[config.mk]
export PLATFORM = sky130hd
export DESIGN_NAME = relay_alu
export DESIGN_NICKNAME = d
export VERILOG_FILES = /design/src/rtl/relay_alu_pkg.sv /design/src/rtl/alu_adder_unit.sv /design/src/rtl/alu_logic_unit.sv /design/src/rtl/alu_operand_regs.sv /design/src/rtl/alu_result_stage.sv /design/src/rtl/relay_alu.sv
export VERILOG_INCLUDE_DIRS = /design/src /design/src/rtl
export SDC_FILE = /design/constraint.sdc
export NUM_CORES = 1
export LEC_CHECK = 0
export BUFFER_PORTS_ARGS = -buffer_cell sky130_fd_sc_hd__buf_4
export CAP_MARGIN = 15
export CORE_MARGIN = 8
export CORE_UTILIZATION = 55
export CTS_BUF_LIST = sky130_fd_sc_hd__clkbuf_16
export CTS_CLUSTER_SIZE = 24
export DETAILED_ROUTE_END_ITERATION = 10
export PLACE_DENSITY = 0.76
export SYNTH_ARGS = -nofsm -noshare
export SYNTH_HDL_FRONTEND = slang
export SYNTH_SLANG_ARGS = --single-unit
[constraint.sdc]
create_clock -name clk -period 4 [get_ports clk]
set_clock_uncertainty 0.1 [all_clocks]
set_input_delay 0.8 -clock clk [delete_from_list [all_inputs] [get_ports clk]]
set_output_delay 0.8 -clock clk [all_outputs]
set_load 0.01 [all_outputs]
[src/rtl/relay_alu_settings.svh]
//////////////////////////////////////////////////
// width settings for the relay ALU subsystem
// flag logic reads the top bit as sign, so keep
// ALU_WIDTH at 2 or more; op-codes need 3 bits
//////////////////////////////////////////////////

`ifndef RELAY_ALU_SETTINGS_SVH
`define RELAY_ALU_SETTINGS_SVH

// operand, sum and result width
`define ALU_WIDTH 8

// op-code width
// eight functions in the relay machine
`define ALU_OP_WIDTH 3

`endif

[src/rtl/relay_alu_pkg.sv]
//////////////////////////////////////////////////
// shared types of the relay ALU subsystem
// widths come from relay_alu_settings.svh
//////////////////////////////////////////////////

`include "relay_alu_settings.svh"
`default_nettype none

package relay_alu_pkg;

  // function select, as wired on the relay op-code lines
  typedef enum logic [`ALU_OP_WIDTH-1:0] {
    // b plus c
    OP_ADD = 0,
    // b plus 1
    OP_INC = 1,
    OP_AND = 2,
    OP_OR  = 3,
    OP_XOR = 4,
    // inverse of b
    OP_NOT = 5,
    // b rotated left by one
    OP_ROL = 6,
    // zero result
    OP_CLR = 7
  } alu_op_e;

  // the two operand registers
  typedef struct packed {
    logic [`ALU_WIDTH-1:0] b;
    logic [`ALU_WIDTH-1:0] c;
  } alu_operands_t;

  // condition flags
  // carry only meaningful for add and inc
  typedef struct packed {
    logic sign;
    logic carry;
    logic zero;
  } alu_flags_t;

  // result word with its flags
  typedef struct packed {
    logic [`ALU_WIDTH-1:0] data;
    alu_flags_t            flags;
  } alu_result_t;

endpackage

`default_nettype wire

[src/rtl/alu_adder_unit.sv]
//////////////////////////////////////////////////
// ripple adder from per-bit dual-rail blocks
// purely combinational, settles in the same cycle
//////////////////////////////////////////////////

`timescale 1ns/1ps
`include "relay_alu_settings.svh"
`default_nettype none

module alu_adder_unit (
  input  logic [`ALU_WIDTH-1:0] b,
  input  logic [`ALU_WIDTH-1:0] c,
  input  logic                  carry_in,
  output logic [`ALU_WIDTH-1:0] sum,
  output logic                  carry
);

  // carry rail pair between the blocks
  // index 0 is the chain input, top index the carry out
  logic [`ALU_WIDTH:0] carry_t;
  logic [`ALU_WIDTH:0] carry_n;

  // seed both rails from the single carry input
  assign carry_t[0] = carry_in;
  assign carry_n[0] = ~carry_in;

  //////////////////////////////////////////////////
  // per-bit adder blocks
  //////////////////////////////////////////////////
  for (genvar i = 0; i < `ALU_WIDTH; i++) begin : g_bit
    logic diff;

    // inputs differ, so carry propagates
    assign diff = b[i] ^ c[i];

    // relay style sum, picks the rail by the input difference
    assign sum[i] = diff ? carry_n[i] : carry_t[i];

    // true rail: generate or propagate a 1
    assign carry_t[i+1] = (b[i] & c[i]) | (diff & carry_t[i]);
    // inverted rail: kill or propagate a 0
    assign carry_n[i+1] = (~b[i] & ~c[i]) | (diff & carry_n[i]);
  end

  assign carry = carry_t[`ALU_WIDTH];

  // rails are built separately, so check they stay complementary
  always_comb begin
    a_rails_complementary: assert (carry_t == ~carry_n);
  end

endmodule

`default_nettype wire

[src/rtl/alu_logic_unit.sv]
//////////////////////////////////////////////////
// bitwise functions of the relay ALU
// zero out for add, inc and clr op-codes
//////////////////////////////////////////////////

`timescale 1ns/1ps
`include "relay_alu_settings.svh"
`default_nettype none

module alu_logic_unit (
  input  relay_alu_pkg::alu_operands_t operands,
  input  relay_alu_pkg::alu_op_e       op,
  output logic [`ALU_WIDTH-1:0]        data
);

  import relay_alu_pkg::*;

  //////////////////////////////////////////////////
  // per-function results
  //////////////////////////////////////////////////

  logic [`ALU_WIDTH-1:0] and_data;
  logic [`ALU_WIDTH-1:0] or_data;
  logic [`ALU_WIDTH-1:0] xor_data;
  logic [`ALU_WIDTH-1:0] not_data;
  logic [`ALU_WIDTH-1:0] rol_data;

  assign and_data = operands.b & operands.c;
  assign or_data  = operands.b | operands.c;
  assign xor_data = operands.b ^ operands.c;

  // not and rotate use b only
  assign not_data = ~operands.b;
  // top bit wraps into bit 0
  assign rol_data = {operands.b[`ALU_WIDTH-2:0], operands.b[`ALU_WIDTH-1]};

  //////////////////////////////////////////////////
  // select by op-code
  //////////////////////////////////////////////////

  always_comb begin
    case (op)
      OP_AND:  data = and_data;
      OP_OR:   data = or_data;
      OP_XOR:  data = xor_data;
      OP_NOT:  data = not_data;
      OP_ROL:  data = rol_data;
      // arithmetic and clr give nothing here
      default: data = '0;
    endcase
  end

endmodule

`default_nettype wire

[src/rtl/alu_operand_regs.sv]
//////////////////////////////////////////////////
// B and C operand registers, one load strobe each
// new value visible one edge after the strobe
//////////////////////////////////////////////////

`timescale 1ns/1ps
`include "relay_alu_settings.svh"
`default_nettype none

module alu_operand_regs (
  input  logic                         clk,
  input  logic                         rst_n,
  input  logic                         load_b,
  input  logic                         load_c,
  input  logic [`ALU_WIDTH-1:0]        b_data,
  input  logic [`ALU_WIDTH-1:0]        c_data,
  output relay_alu_pkg::alu_operands_t operands
);

  //////////////////////////////////////////////////
  // register storage
  //////////////////////////////////////////////////

  // b register
  // loads independently of c
  always_ff @(posedge clk or negedge rst_n) begin
    if (!rst_n) begin
      operands.b <= '0;
    end else if (load_b) begin
      operands.b <= b_data;
    end
  end

  // c register
  // both may load on the same edge
  always_ff @(posedge clk or negedge rst_n) begin
    if (!rst_n) begin
      operands.c <= '0;
    end else if (load_c) begin
      operands.c <= c_data;
    end
  end

  //////////////////////////////////////////////////
  // checks
  //////////////////////////////////////////////////

  // loaded data must be known
  // an x here would ripple into every later result
  a_load_b_known: assert property (@(posedge clk) disable iff (!rst_n)
    load_b |-> !$isunknown(b_data));
  a_load_c_known: assert property (@(posedge clk) disable iff (!rst_n)
    load_c |-> !$isunknown(c_data));

endmodule

`default_nettype wire

[src/rtl/alu_result_stage.sv]
//////////////////////////////////////////////////
// op decode, result select and flag register
// result_valid one cycle after op_strobe, no stall
//////////////////////////////////////////////////

`timescale 1ns/1ps
`include "relay_alu_settings.svh"
`default_nettype none

module alu_result_stage (
  input  logic                         clk,
  input  logic                         rst_n,
  input  logic                         op_strobe,
  input  relay_alu_pkg::alu_op_e       op,
  input  relay_alu_pkg::alu_operands_t operands,
  output logic                         result_valid,
  output relay_alu_pkg::alu_result_t   result
);

  import relay_alu_pkg::*;

  logic                  is_arith;
  logic [`ALU_WIDTH-1:0] add_c;
  logic                  add_cin;
  logic [`ALU_WIDTH-1:0] add_sum;
  logic                  add_carry;
  logic [`ALU_WIDTH-1:0] logic_data;
  logic [`ALU_WIDTH-1:0] next_data;
  alu_flags_t            next_flags;

  //////////////////////////////////////////////////
  // adder operand steering
  //////////////////////////////////////////////////

  assign is_arith = (op == OP_ADD) || (op == OP_INC);

  // inc is b plus zero with carry in set
  assign add_c   = (op == OP_INC) ? '0 : operands.c;
  assign add_cin = (op == OP_INC);

  alu_adder_unit u_adder (
    .b        (operands.b),
    .c        (add_c),
    .carry_in (add_cin),
    .sum      (add_sum),
    .carry    (add_carry)
  );

  alu_logic_unit u_logic (
    .operands (operands),
    .op       (op),
    .data     (logic_data)
  );

  //////////////////////////////////////////////////
  // result select and flags
  //////////////////////////////////////////////////

  // clr falls through to the logic unit zero
  assign next_data        = is_arith ? add_sum : logic_data;
  assign next_flags.sign  = next_data[`ALU_WIDTH-1];
  // carry only from add and inc
  assign next_flags.carry = is_arith & add_carry;
  assign next_flags.zero  = (next_data == '0);

  // result held until the next op, valid is a one-cycle pulse
  always_ff @(posedge clk or negedge rst_n) begin
    if (!rst_n) begin
      result_valid <= 1'b0;
      result       <= '0;
    end else begin
      result_valid <= op_strobe;
      if (op_strobe) begin
        result.data  <= next_data;
        result.flags <= next_flags;
      end
    end
  end

  // one result per strobe, exactly one cycle later
  a_valid_follows: assert property (@(posedge clk) disable iff (!rst_n)
    op_strobe |=> result_valid);
  a_valid_has_op: assert property (@(posedge clk) disable iff (!rst_n)
    result_valid |-> $past(op_strobe));
  a_op_known: assert property (@(posedge clk) disable iff (!rst_n)
    op_strobe |-> !$isunknown(op));

endmodule

`default_nettype wire

[src/rtl/relay_alu.sv]
//////////////////////////////////////////////////
// relay ALU top, operand registers and result stage
// ops see B and C as held before the strobe edge
//////////////////////////////////////////////////

`timescale 1ns/1ps
`include "relay_alu_settings.svh"
`default_nettype none

module relay_alu (
  input  logic                       clk,
  input  logic                       rst_n,
  input  logic                       load_b,
  input  logic                       load_c,
  input  logic [`ALU_WIDTH-1:0]      b_data,
  input  logic [`ALU_WIDTH-1:0]      c_data,
  input  logic                       op_strobe,
  input  relay_alu_pkg::alu_op_e     op,
  output logic                       result_valid,
  output relay_alu_pkg::alu_result_t result
);

  import relay_alu_pkg::*;

  // registered b and c, read by every op
  alu_operands_t operands;

  //////////////////////////////////////////////////
  // operand registers
  //////////////////////////////////////////////////

  alu_operand_regs u_operand_regs (
    .clk      (clk),
    .rst_n    (rst_n),
    .load_b   (load_b),
    .load_c   (load_c),
    .b_data   (b_data),
    .c_data   (c_data),
    .operands (operands)
  );

  //////////////////////////////////////////////////
  // compute and result register
  //////////////////////////////////////////////////

  // a load in the strobe cycle lands after the op samples
  alu_result_stage u_result_stage (
    .clk          (clk),
    .rst_n        (rst_n),
    .op_strobe    (op_strobe),
    .op           (op),
    .operands     (operands),
    .result_valid (result_valid),
    .result       (result)
  );

endmodule

`default_nettype wire

### After elaboration in Yosys (flattened, before gate mapping)

Index checks and enable logic that the tools add are counted.

* output and inout port bits: 12
* register bits after elaboration: 28
* input port bits: 24
* logic and storage cells: 100

* reductions and logical operators: 3
* bitwise gates (word level): 73
* equal/unequal tests: 6
* multiplexer cells: 11

Operators with widths (count)
* one-hot mux 8 bit (5 select lines): 1
* bitwise AND 1 bit: 31
* 2-to-1 mux 8 bit: 2
* NOT 1 bit: 15
* OR 1 bit: 15
* == test 3 bit, second input constant: 3
* bitwise AND 8 bit: 1
* zero test 8 bit: 1
* 2-to-1 mux 1 bit: 8
* NOT 8 bit: 1
* OR 8 bit: 1
* XOR 1 bit: 8
* XOR 8 bit: 1
* == test 3 x 2 -> 1 bit, second input constant: 2
* == test 3 x 1 -> 1 bit, second input constant: 1
* zero test 3 bit: 1
* logical OR 1 bit: 1

### Depth between registers and ports, before layout

Gate-level depths: netlist of run 1.

* depth after elaboration: 20
* mapped depth: 13
* depth with buffers taken out: 11

### Cells and area by module

Synthesis of run 1 repeated with hierarchy kept, for this count alone.

* cell total of the unflattened synthesis: 238
* area total of the unflattened synthesis: 2387.3 µm²

By module, submodules not included
* alu_operand_regs: instances 1, cells each 34, sequential area each 400.4 µm², area each 663.1 µm²
* alu_logic_unit: instances 1, cells each 78, sequential area each 0.0 µm², area each 639.4 µm²
* alu_result_stage: instances 1, cells each 62, sequential area each 275.3 µm², area each 590.6 µm²
* alu_adder_unit: instances 1, cells each 64, sequential area each 0.0 µm², area each 494.2 µm²

### Worst setup path after synthesis of run 1

Ideal clock, no wire load.

* path kind: input -> register
* start: in op[2]
* end: reg, netlist name u_result_stage.result[0]
* path buffers: 2
* required time: 3.796 ns
* library setup time: 0.104 ns
* path slack: 0.313 ns
* arrival: 3.483 ns
* stages on the path: 11
* path through: buf_4 -> buf_8 -> nor2_1 -> nand2_1 -> fa_1 -> a211oi_1 -> nor2_2 -> o21ai_1 -> o2111ai_1 -> or4b_1 -> o41ai_2

* longest elaborated chain between the ends: 20
* elaborated cells between the ends (all ways): 78
* classes of those cells: eq/ne: 6; mux: 11; bitwise: 58; reduce/logical: 3

Ends and longest elaborated chain
* start: declaration: RTL line relay_alu.sv:18 `input relay_alu_pkg::alu_op_e op,`
* == test 3 x 1 -> 1 bit: RTL line alu_result_stage.sv:35, alu_result_stage.sv:38, alu_result_stage.sv:39
* 2-to-1 mux 8 bit: RTL line alu_result_stage.sv:38 `assign add_c = (op == OP_INC) ? '0 : operands.c;`
* XOR 1 bit / NOT 1 bit (equally long branches): RTL line alu_adder_unit.sv:34, alu_adder_unit.sv:42
* bitwise AND 1 bit (on tied branches): RTL line alu_adder_unit.sv:40, alu_adder_unit.sv:42
* OR 1 bit (on tied branches): RTL line alu_adder_unit.sv:40, alu_adder_unit.sv:42
* bitwise AND 1 bit (on tied branches): RTL line alu_adder_unit.sv:40, alu_adder_unit.sv:42
* OR 1 bit (on tied branches): RTL line alu_adder_unit.sv:40, alu_adder_unit.sv:42
* bitwise AND 1 bit (on tied branches): RTL line alu_adder_unit.sv:40, alu_adder_unit.sv:42
* [4 not listed]
* OR 1 bit (on tied branches): RTL line alu_adder_unit.sv:40, alu_adder_unit.sv:42
* bitwise AND 1 bit (on tied branches): RTL line alu_adder_unit.sv:40, alu_adder_unit.sv:42
* OR 1 bit (on tied branches): RTL line alu_adder_unit.sv:40, alu_adder_unit.sv:42
* bitwise AND 1 bit (on tied branches): RTL line alu_adder_unit.sv:40, alu_adder_unit.sv:42
* OR 1 bit (on tied branches): RTL line alu_adder_unit.sv:40, alu_adder_unit.sv:42
* 2-to-1 mux 1 bit: RTL line alu_adder_unit.sv:37 `assign sum[i] = diff ? carry_n[i] : carry_t[i];`
* 2-to-1 mux 8 bit (*): RTL line alu_result_stage.sv:60 `assign next_data = is_arith ? add_sum : logic_data;`
* zero test 8 bit (*): RTL line alu_result_stage.sv:64 `assign next_flags.zero = (next_data == '0);`

Mark *: on every way between the ends. The rest lies on a longest branch, timed or not.
A chain may end at the register's enable or synchronous reset.

### Worst setup path after layout of run 1

* start: in op[1]
* end: reg, netlist name u_result_stage.result[0]

* longest elaborated chain between the ends: 20
* elaborated cells between the ends (all ways): 78
* classes of those cells: eq/ne: 6; mux: 11; bitwise: 58; reduce/logical: 3

Ends and longest elaborated chain (RTL line)
* == test 3 x 1 -> 1 bit: alu_result_stage.sv:35, alu_result_stage.sv:38, alu_result_stage.sv:39
* 2-to-1 mux 8 bit: alu_result_stage.sv:38
* XOR 1 bit / NOT 1 bit (equally long branches): alu_adder_unit.sv:34, alu_adder_unit.sv:42
* bitwise AND 1 bit (on tied branches): alu_adder_unit.sv:40, alu_adder_unit.sv:42
* OR 1 bit (on tied branches): alu_adder_unit.sv:40, alu_adder_unit.sv:42
* bitwise AND 1 bit (on tied branches): alu_adder_unit.sv:40, alu_adder_unit.sv:42
* OR 1 bit (on tied branches): alu_adder_unit.sv:40, alu_adder_unit.sv:42
* bitwise AND 1 bit (on tied branches): alu_adder_unit.sv:40, alu_adder_unit.sv:42
* [4 not listed]
* OR 1 bit (on tied branches): alu_adder_unit.sv:40, alu_adder_unit.sv:42
* bitwise AND 1 bit (on tied branches): alu_adder_unit.sv:40, alu_adder_unit.sv:42
* OR 1 bit (on tied branches): alu_adder_unit.sv:40, alu_adder_unit.sv:42
* bitwise AND 1 bit (on tied branches): alu_adder_unit.sv:40, alu_adder_unit.sv:42
* OR 1 bit (on tied branches): alu_adder_unit.sv:40, alu_adder_unit.sv:42
* 2-to-1 mux 1 bit: alu_adder_unit.sv:37
* 2-to-1 mux 8 bit (*): alu_result_stage.sv:60
* zero test 8 bit (*): alu_result_stage.sv:64

Marked as above.

==> metrics.txt, run 1 <==
I/O pins 36; relative contribution of combinational cells to total power 33.5%; mean instance size in the synthesized netlist 8.79 um2; final setup violation count 0; count of clock tree sinks 27; count of routing violations after the opening detailed-route iteration 108; final period utilization 83.0%; part of the power in the clock network 27.3%; TritonCTS Buffers 3; antenna cells 0; post-detailed-placement half-perimeter wirelength 3.75 mm; setup repair after global routing missed its margin false; sequential area share after synthesis 30.9%; post-DR wirelength/cell 14.6 um; core area 0.00391 mm2; Async S/R FF share, synth 100%; count of cells resized by post-cts repair 0; final hold viol count 0; final count of pins violating max slew 0; Crit. End Element register; maximum net fanout on the critical path 14; maximum clock insertion buffer count 2; hold buffers post-CTS 0; Max Cap Violations 0; CTS Root Buffer Type clkbuf_16; Chip Height 79.1 um; H-tree levels 1; share of layout cells above drive strength 1 18.3%; type of the worst setup path in -> reg; pin count of the biggest net entering global routing 29; latest clock arrival within the worst-skew pair 260 ps; via density per instance 5.45; Post-Syn Nets 303; CTS tree done; Synth cell types 48; standby leakage power 1.25 nW; minimum hold slack 338 ps; Sw Pwr 269 uW; Die Footprint 0.00625 mm2; first-pass GRT wire length 8.22 mm; Worst Setup Start Kind primary input; Post-Synthesis Cells 249; total number of vias 1,794; worst-case vdd ir drop 0.155 mV; pwr/cell area 333 mW/mm2; share of power burned in registers 39.2%; final-layout fill cell count 353; number of global-route vias before repair 1,755; Setup TNS Final 0 ps; post-synthesis instance area 0.00219 mm2; Net count, final 334; internal cell power 570 uW; fmax 301 MHz; switching share of total power 32.0%; x dimension of the die 79.1 um; post-synthesis to final-layout area growth 15.2%; number of rows in the core area 23; number of warning messages in the yosys log 0; slew at the pin closest to its max-slew limit 527 ps; starting density of the core 55.9%; hold crit path type in -> async; global route total overflow 0; endpoint required time on the critical path 4070 ps; number of enable flip-flop cells after synthesis 0; clock slew at the register clock pins of the worst setup and hold paths 70 ps; # Post-CTS Setup Buffers 0; outcome finished, final reports clean; antenna violations before repair 0; number of remaining DRC errors 0; data arrival at the endpoint of the critical path 3380 ps; slew margin rel. 64.4%; primary flip-flop cell chosen by synthesis mapping dfrtp_1; total detailed-routing wirelength 4.82 mm; Final Wtd Congestion 0.866; number of iterations in the first detailed-routing pass 4; number of antenna-violating nets in the routed design 0; Period minus WS final 3320 ps; Buffers on Ports 35; register bit total from synthesis 27; overall track demand over capacity in global routing 16.0%
## final timing paths
path	slack, ps	end	cells past startpoint	startpoint
min in group clk	380	u_result_stage.result[6]	1	u_result_stage.result[6]
max	680	u_result_stage.result[0]	11	op[1]
min	340	u_operand_regs.operands[6]	1	rst_n
min reg2reg	380	u_result_stage.result[6]	1	u_result_stage.result[6]
max in group asynchronous	3210	u_result_stage.result[5]	1	rst_n
max reg2reg	1280	u_result_stage.result[0]	8	u_operand_regs.operands[8]
## final cells by class
type | instances | area (um2) | area share, %
flip-flops and latches | 27 | 676 | 26.8
repair buffers | 38 | 285 | 11.3
inverters | 28 | 105 | 4.17
clock inverters | 1 | 5.00 | 0.199
multi-input cells | 182 | 1310 | 52.0
clock buffers | 3 | 75.1 | 2.98
well taps | 50 | 62.6 | 2.48
## cells in the final DEF (no fill, tap or decap), drive strengths merged, types with 3 or more instances in the layout
master / netlist / layout
a211oi: 5 / 5
a21oi: 12 / 12
buf: 9 / 38
clkbuf: 3 / 3
dfrtp: 27 / 27
ha: 29 / 29
inv: 28 / 28
mux2: 6 / 6
mux2i: 8 / 8
nand2: 33 / 33
nand2b: 5 / 5
nor2: 7 / 7
nor2b: 3 / 3
nor3: 3 / 3
o211ai: 3 / 3
o21a: 3 / 3
o21ai: 31 / 31
o221ai: 3 / 3
o22ai: 5 / 5
## cells in the mapped netlist, types with 5 or more instances
master	instances	share of area, %
ha_1	29	17
nand2b_1	5	1.4
a211oi_1	5	1.7
a21oi_1	12	2.7
o22ai_1	5	1.4
inv_1	28	4.8
mux2_2	5	2.6
mux2i_1	8	3.7
dfrtp_1	27	31
nor2_1	6	1.0
nand2_1	33	5.7
o21ai_0	28	6.4
## stage by stage
step           cell area, um2  utilization [%]  setup WS [ps]  power (mW)  instances
2_1_floorplan            2190                -            313       0.521        249
3_3_place_gp             2440             62.3            519       0.608        325
3_5_place_dp             2440             62.3            420       0.614        325
4_1_cts                  2520             64.4            669       0.844        329
5_1_grt                  2520             64.4            455       0.902        329
6_report                 2520             64.4            681       0.839        329
## power groups by stage
stage	sequential, mW	clock [mW]	combinational (mW)
floorplan	0.336	0	0.185
global placement	0.333	0	0.275
detailed placement	0.334	0	0.279
CTS	0.329	0.232	0.283
global route	0.333	0.249	0.320
finish	0.329	0.229	0.281
## kinds of logic after synthesis
kind of cell	after synthesis	share of synthesized area [%]
AO/OA/AOI/OAI	73	20.6
buffers and inverters	40	9.20
adder cells (fa/ha/maj)	30	17.5
AND/OR/NAND/NOR	63	14.2
flip-flops	27	30.9
XOR/XNOR	2	0.801
multiplexers	14	6.75
## critical path, cell delays in order
cell	delay, ps
buf_4	170
nor2_1	80
nand2_1	230
nand2_1	120
fa_1	470
a211oi_1	290
nor2_2	100
o21ai_1	150
o2111ai_1	140
or4b_1	560
o41ai_2	270
## state kept, by name (all words and copies together), names as in the netlist
register and cells:
u_result_stage.result_valid 1, u_result_stage.result 10, u_operand_regs.operands 16
## routing by layer
metal  GRT usage, %  routed length [um]
met3           2.93                 254
met2           24.4                2150
met4           4.63                  61
met5              0                   0
met1           22.5                2360
No activity file was read; power rests on OpenSTA's default activity.
==> run 2: changes to the inputs <==
CORE_UTILIZATION = 51   (was 55)
PLACE_DENSITY = 0.74   (was 0.76)
clock period = 3 ns   (was 4 ns; I/O delays follow)
==> run 2 against run 1 <==
Sequential share of layout area down 1.2 points. Design area up 4.9%. Worst setup slack worse by 390 ps. Register-to-register slack worse by 810 ps. Global-route usage down 0.16 points. Hold slack worse by 200 ps. Wire length up 3.7%. Core utilization down 2.0 points. Non-clock buffer count up 5. Largest cell class unchanged. Largest power group unchanged.
==> metrics.txt, run 2 (synthesized netlist as in run 1, its figures left out) <==
outcome finished, final reports clean; post-synthesis to final-layout area growth 20.8%; most frequent cells in the layout buf_4 (43), nand2_1 (29), inv_1 (29), o21ai_0 (28); count of clock tree sinks 27; final count of pins violating max slew 0; number of antenna-violating nets in the routed design 0; hold crit path type in -> async; Buffers on Ports 35; post-DR wirelength/cell 14.9 um; slew margin rel. 59.1%; pin count of the biggest net entering global routing 29; data arrival at the endpoint of the critical path 2780 ps; final-layout fill cell count 359; final setup violation count 0; starting density of the core 51.7%; Max Cap Violations 0; overall track demand over capacity in global routing 15.9%; Crit. End Element register; Net count, final 339; total number of vias 1,853; total detailed-routing wirelength 5.00 mm; number of remaining DRC errors 0; pwr/cell area 438 mW/mm2; register ranked first by flip-flop count u_operand_regs.operands; final hold viol count 0; worst-case vdd ir drop 0.308 mV; max incr delay on CP 480 ps; antenna violations before repair 0; via density per instance 5.51; clock slew at the register clock pins of the worst setup and hold paths 70 ps; x dimension of the die 81.5 um; number of global-route vias before repair 1,782; share of layout cells above drive strength 1 23.2%; type of the worst setup path in -> reg; number of flip-flops in the largest register 16; # Post-CTS Setup Buffers 0; post-detailed-placement half-perimeter wirelength 3.97 mm; core area 0.00423 mm2; number of iterations in the first detailed-routing pass 4; maximum clock insertion buffer count 2; critical path cell sequence buf_4, nor2_4, nand2_8, fa_2, a211oi_2, nor2_2, or4b_1, a211oi_2, nand2_1, o41ai_2; fin worst setup slack 288 ps; Critical Path Most Common Cell a211oi_2; Setup TNS Final 0 ps; setup repair after global routing missed its margin false; first-pass GRT wire length 8.40 mm; CTS Root Buffer Type clkbuf_16; post-place setup slack 29.4 ps; fmax 369 MHz; TritonCTS Buffers 3; Worst Setup Start Kind primary input; most common library cell in the layout ignoring fill and taps buf_4; endpoint required time on the critical path 3070 ps; latest clock arrival within the worst-skew pair 260 ps; standby leakage power 1.29 nW; H-tree levels 1; global route total overflow 0; count of cells resized by post-cts repair 0; slew at the pin closest to its max-slew limit 606 ps; count of routing violations after the opening detailed-route iteration 98; I/O pins 36; antenna cells 0; master of the slowest instance on the critical path or4b_1; final period utilization 90.4%; CTS tree done; hold buffers post-CTS 0; Die Footprint 0.00664 mm2; Chip Height 81.5 um; number of rows in the core area 24; Top Registers u_operand_regs.operands x16, u_result_stage.result x10, u_result_stage.result_valid x1; Period minus WS final 2710 ps; maximum net fanout on the critical path 8; Final Wtd Congestion 0.850
-- run 2: area by class of cell --
cell class | count | area [um2] | share of cell area, %
Clock buffer | 3 | 75.1 | 2.84
Sequential cell | 27 | 676 | 25.6
Inverter | 28 | 105 | 3.98
Timing Repair Buffer | 43 | 323 | 12.2
Tap cell | 52 | 65.1 | 2.46
Clock inverter | 1 | 3.75 | 0.142
Multi-Input combinational cell | 182 | 1400 | 52.8
-- run 2: final timing paths --
check / cells after the start / startpoint / end / slack (ps)
setup / recovery: 10 / op[2] / u_result_stage.result[0] / 290
hold / removal: 1 / rst_n / u_result_stage.result[8] / 140
setup reg to reg: 8 / u_operand_regs.operands[8] / u_result_stage.result[0] / 470
hold reg to reg: 1 / u_result_stage.result[6] / u_result_stage.result[6] / 380
max in group asynchronous: 1 / rst_n / u_operand_regs.operands[10] / 2410
min in group clk: 1 / u_result_stage.result[6] / u_result_stage.result[6] / 380
-- run 2: metal layers --
layer / vias up / wire [um] / track usage, %
met5: - / 0 / 0
met3: 8 / 259 / 1.86
met1: 849 / 2440 / 21.9
met2: 54 / 2190 / 24.5
met4: 0 / 106 / 6.61
li1: 942 / - / -
-- run 2: report_power, final --
group	total [mW]	leakage [nW]	internal [mW]	switching, mW
registers	0.442	0.328	0.405	0.0367
clock network	0.305	0.0423	0.179	0.126
logic	0.412	0.922	0.199	0.213
total	1.16	1.29	0.783	0.376
-- run 2: worst max-delay path: cells and delay by family --
family	cells	cell delay [ps]
buffers and inverters	1	120
AND/OR/NAND/NOR	5	920
adder cells (fa/ha/maj)	1	410
AO/OA/AOI/OAI	3	720
-- run 2: stage by stage --
| stage | cells | power (mW) | instance area [um2] | util (%) | hold WS (ps) |
|---|---|---|---|---|---|
| global placement | 332 | 0.847 | 2560 | 60.5 | 374 |
| CTS | 336 | 1.17 | 2640 | 62.4 | 149 |
| global route | 336 | 1.24 | 2640 | 62.4 | 165 |
| detailed placement | 332 | 0.860 | 2560 | 60.5 | 370 |
| finish | 336 | 1.16 | 2640 | 62.4 | 136 |
| floorplan | 249 | 0.719 | 2280 | - | 204 |
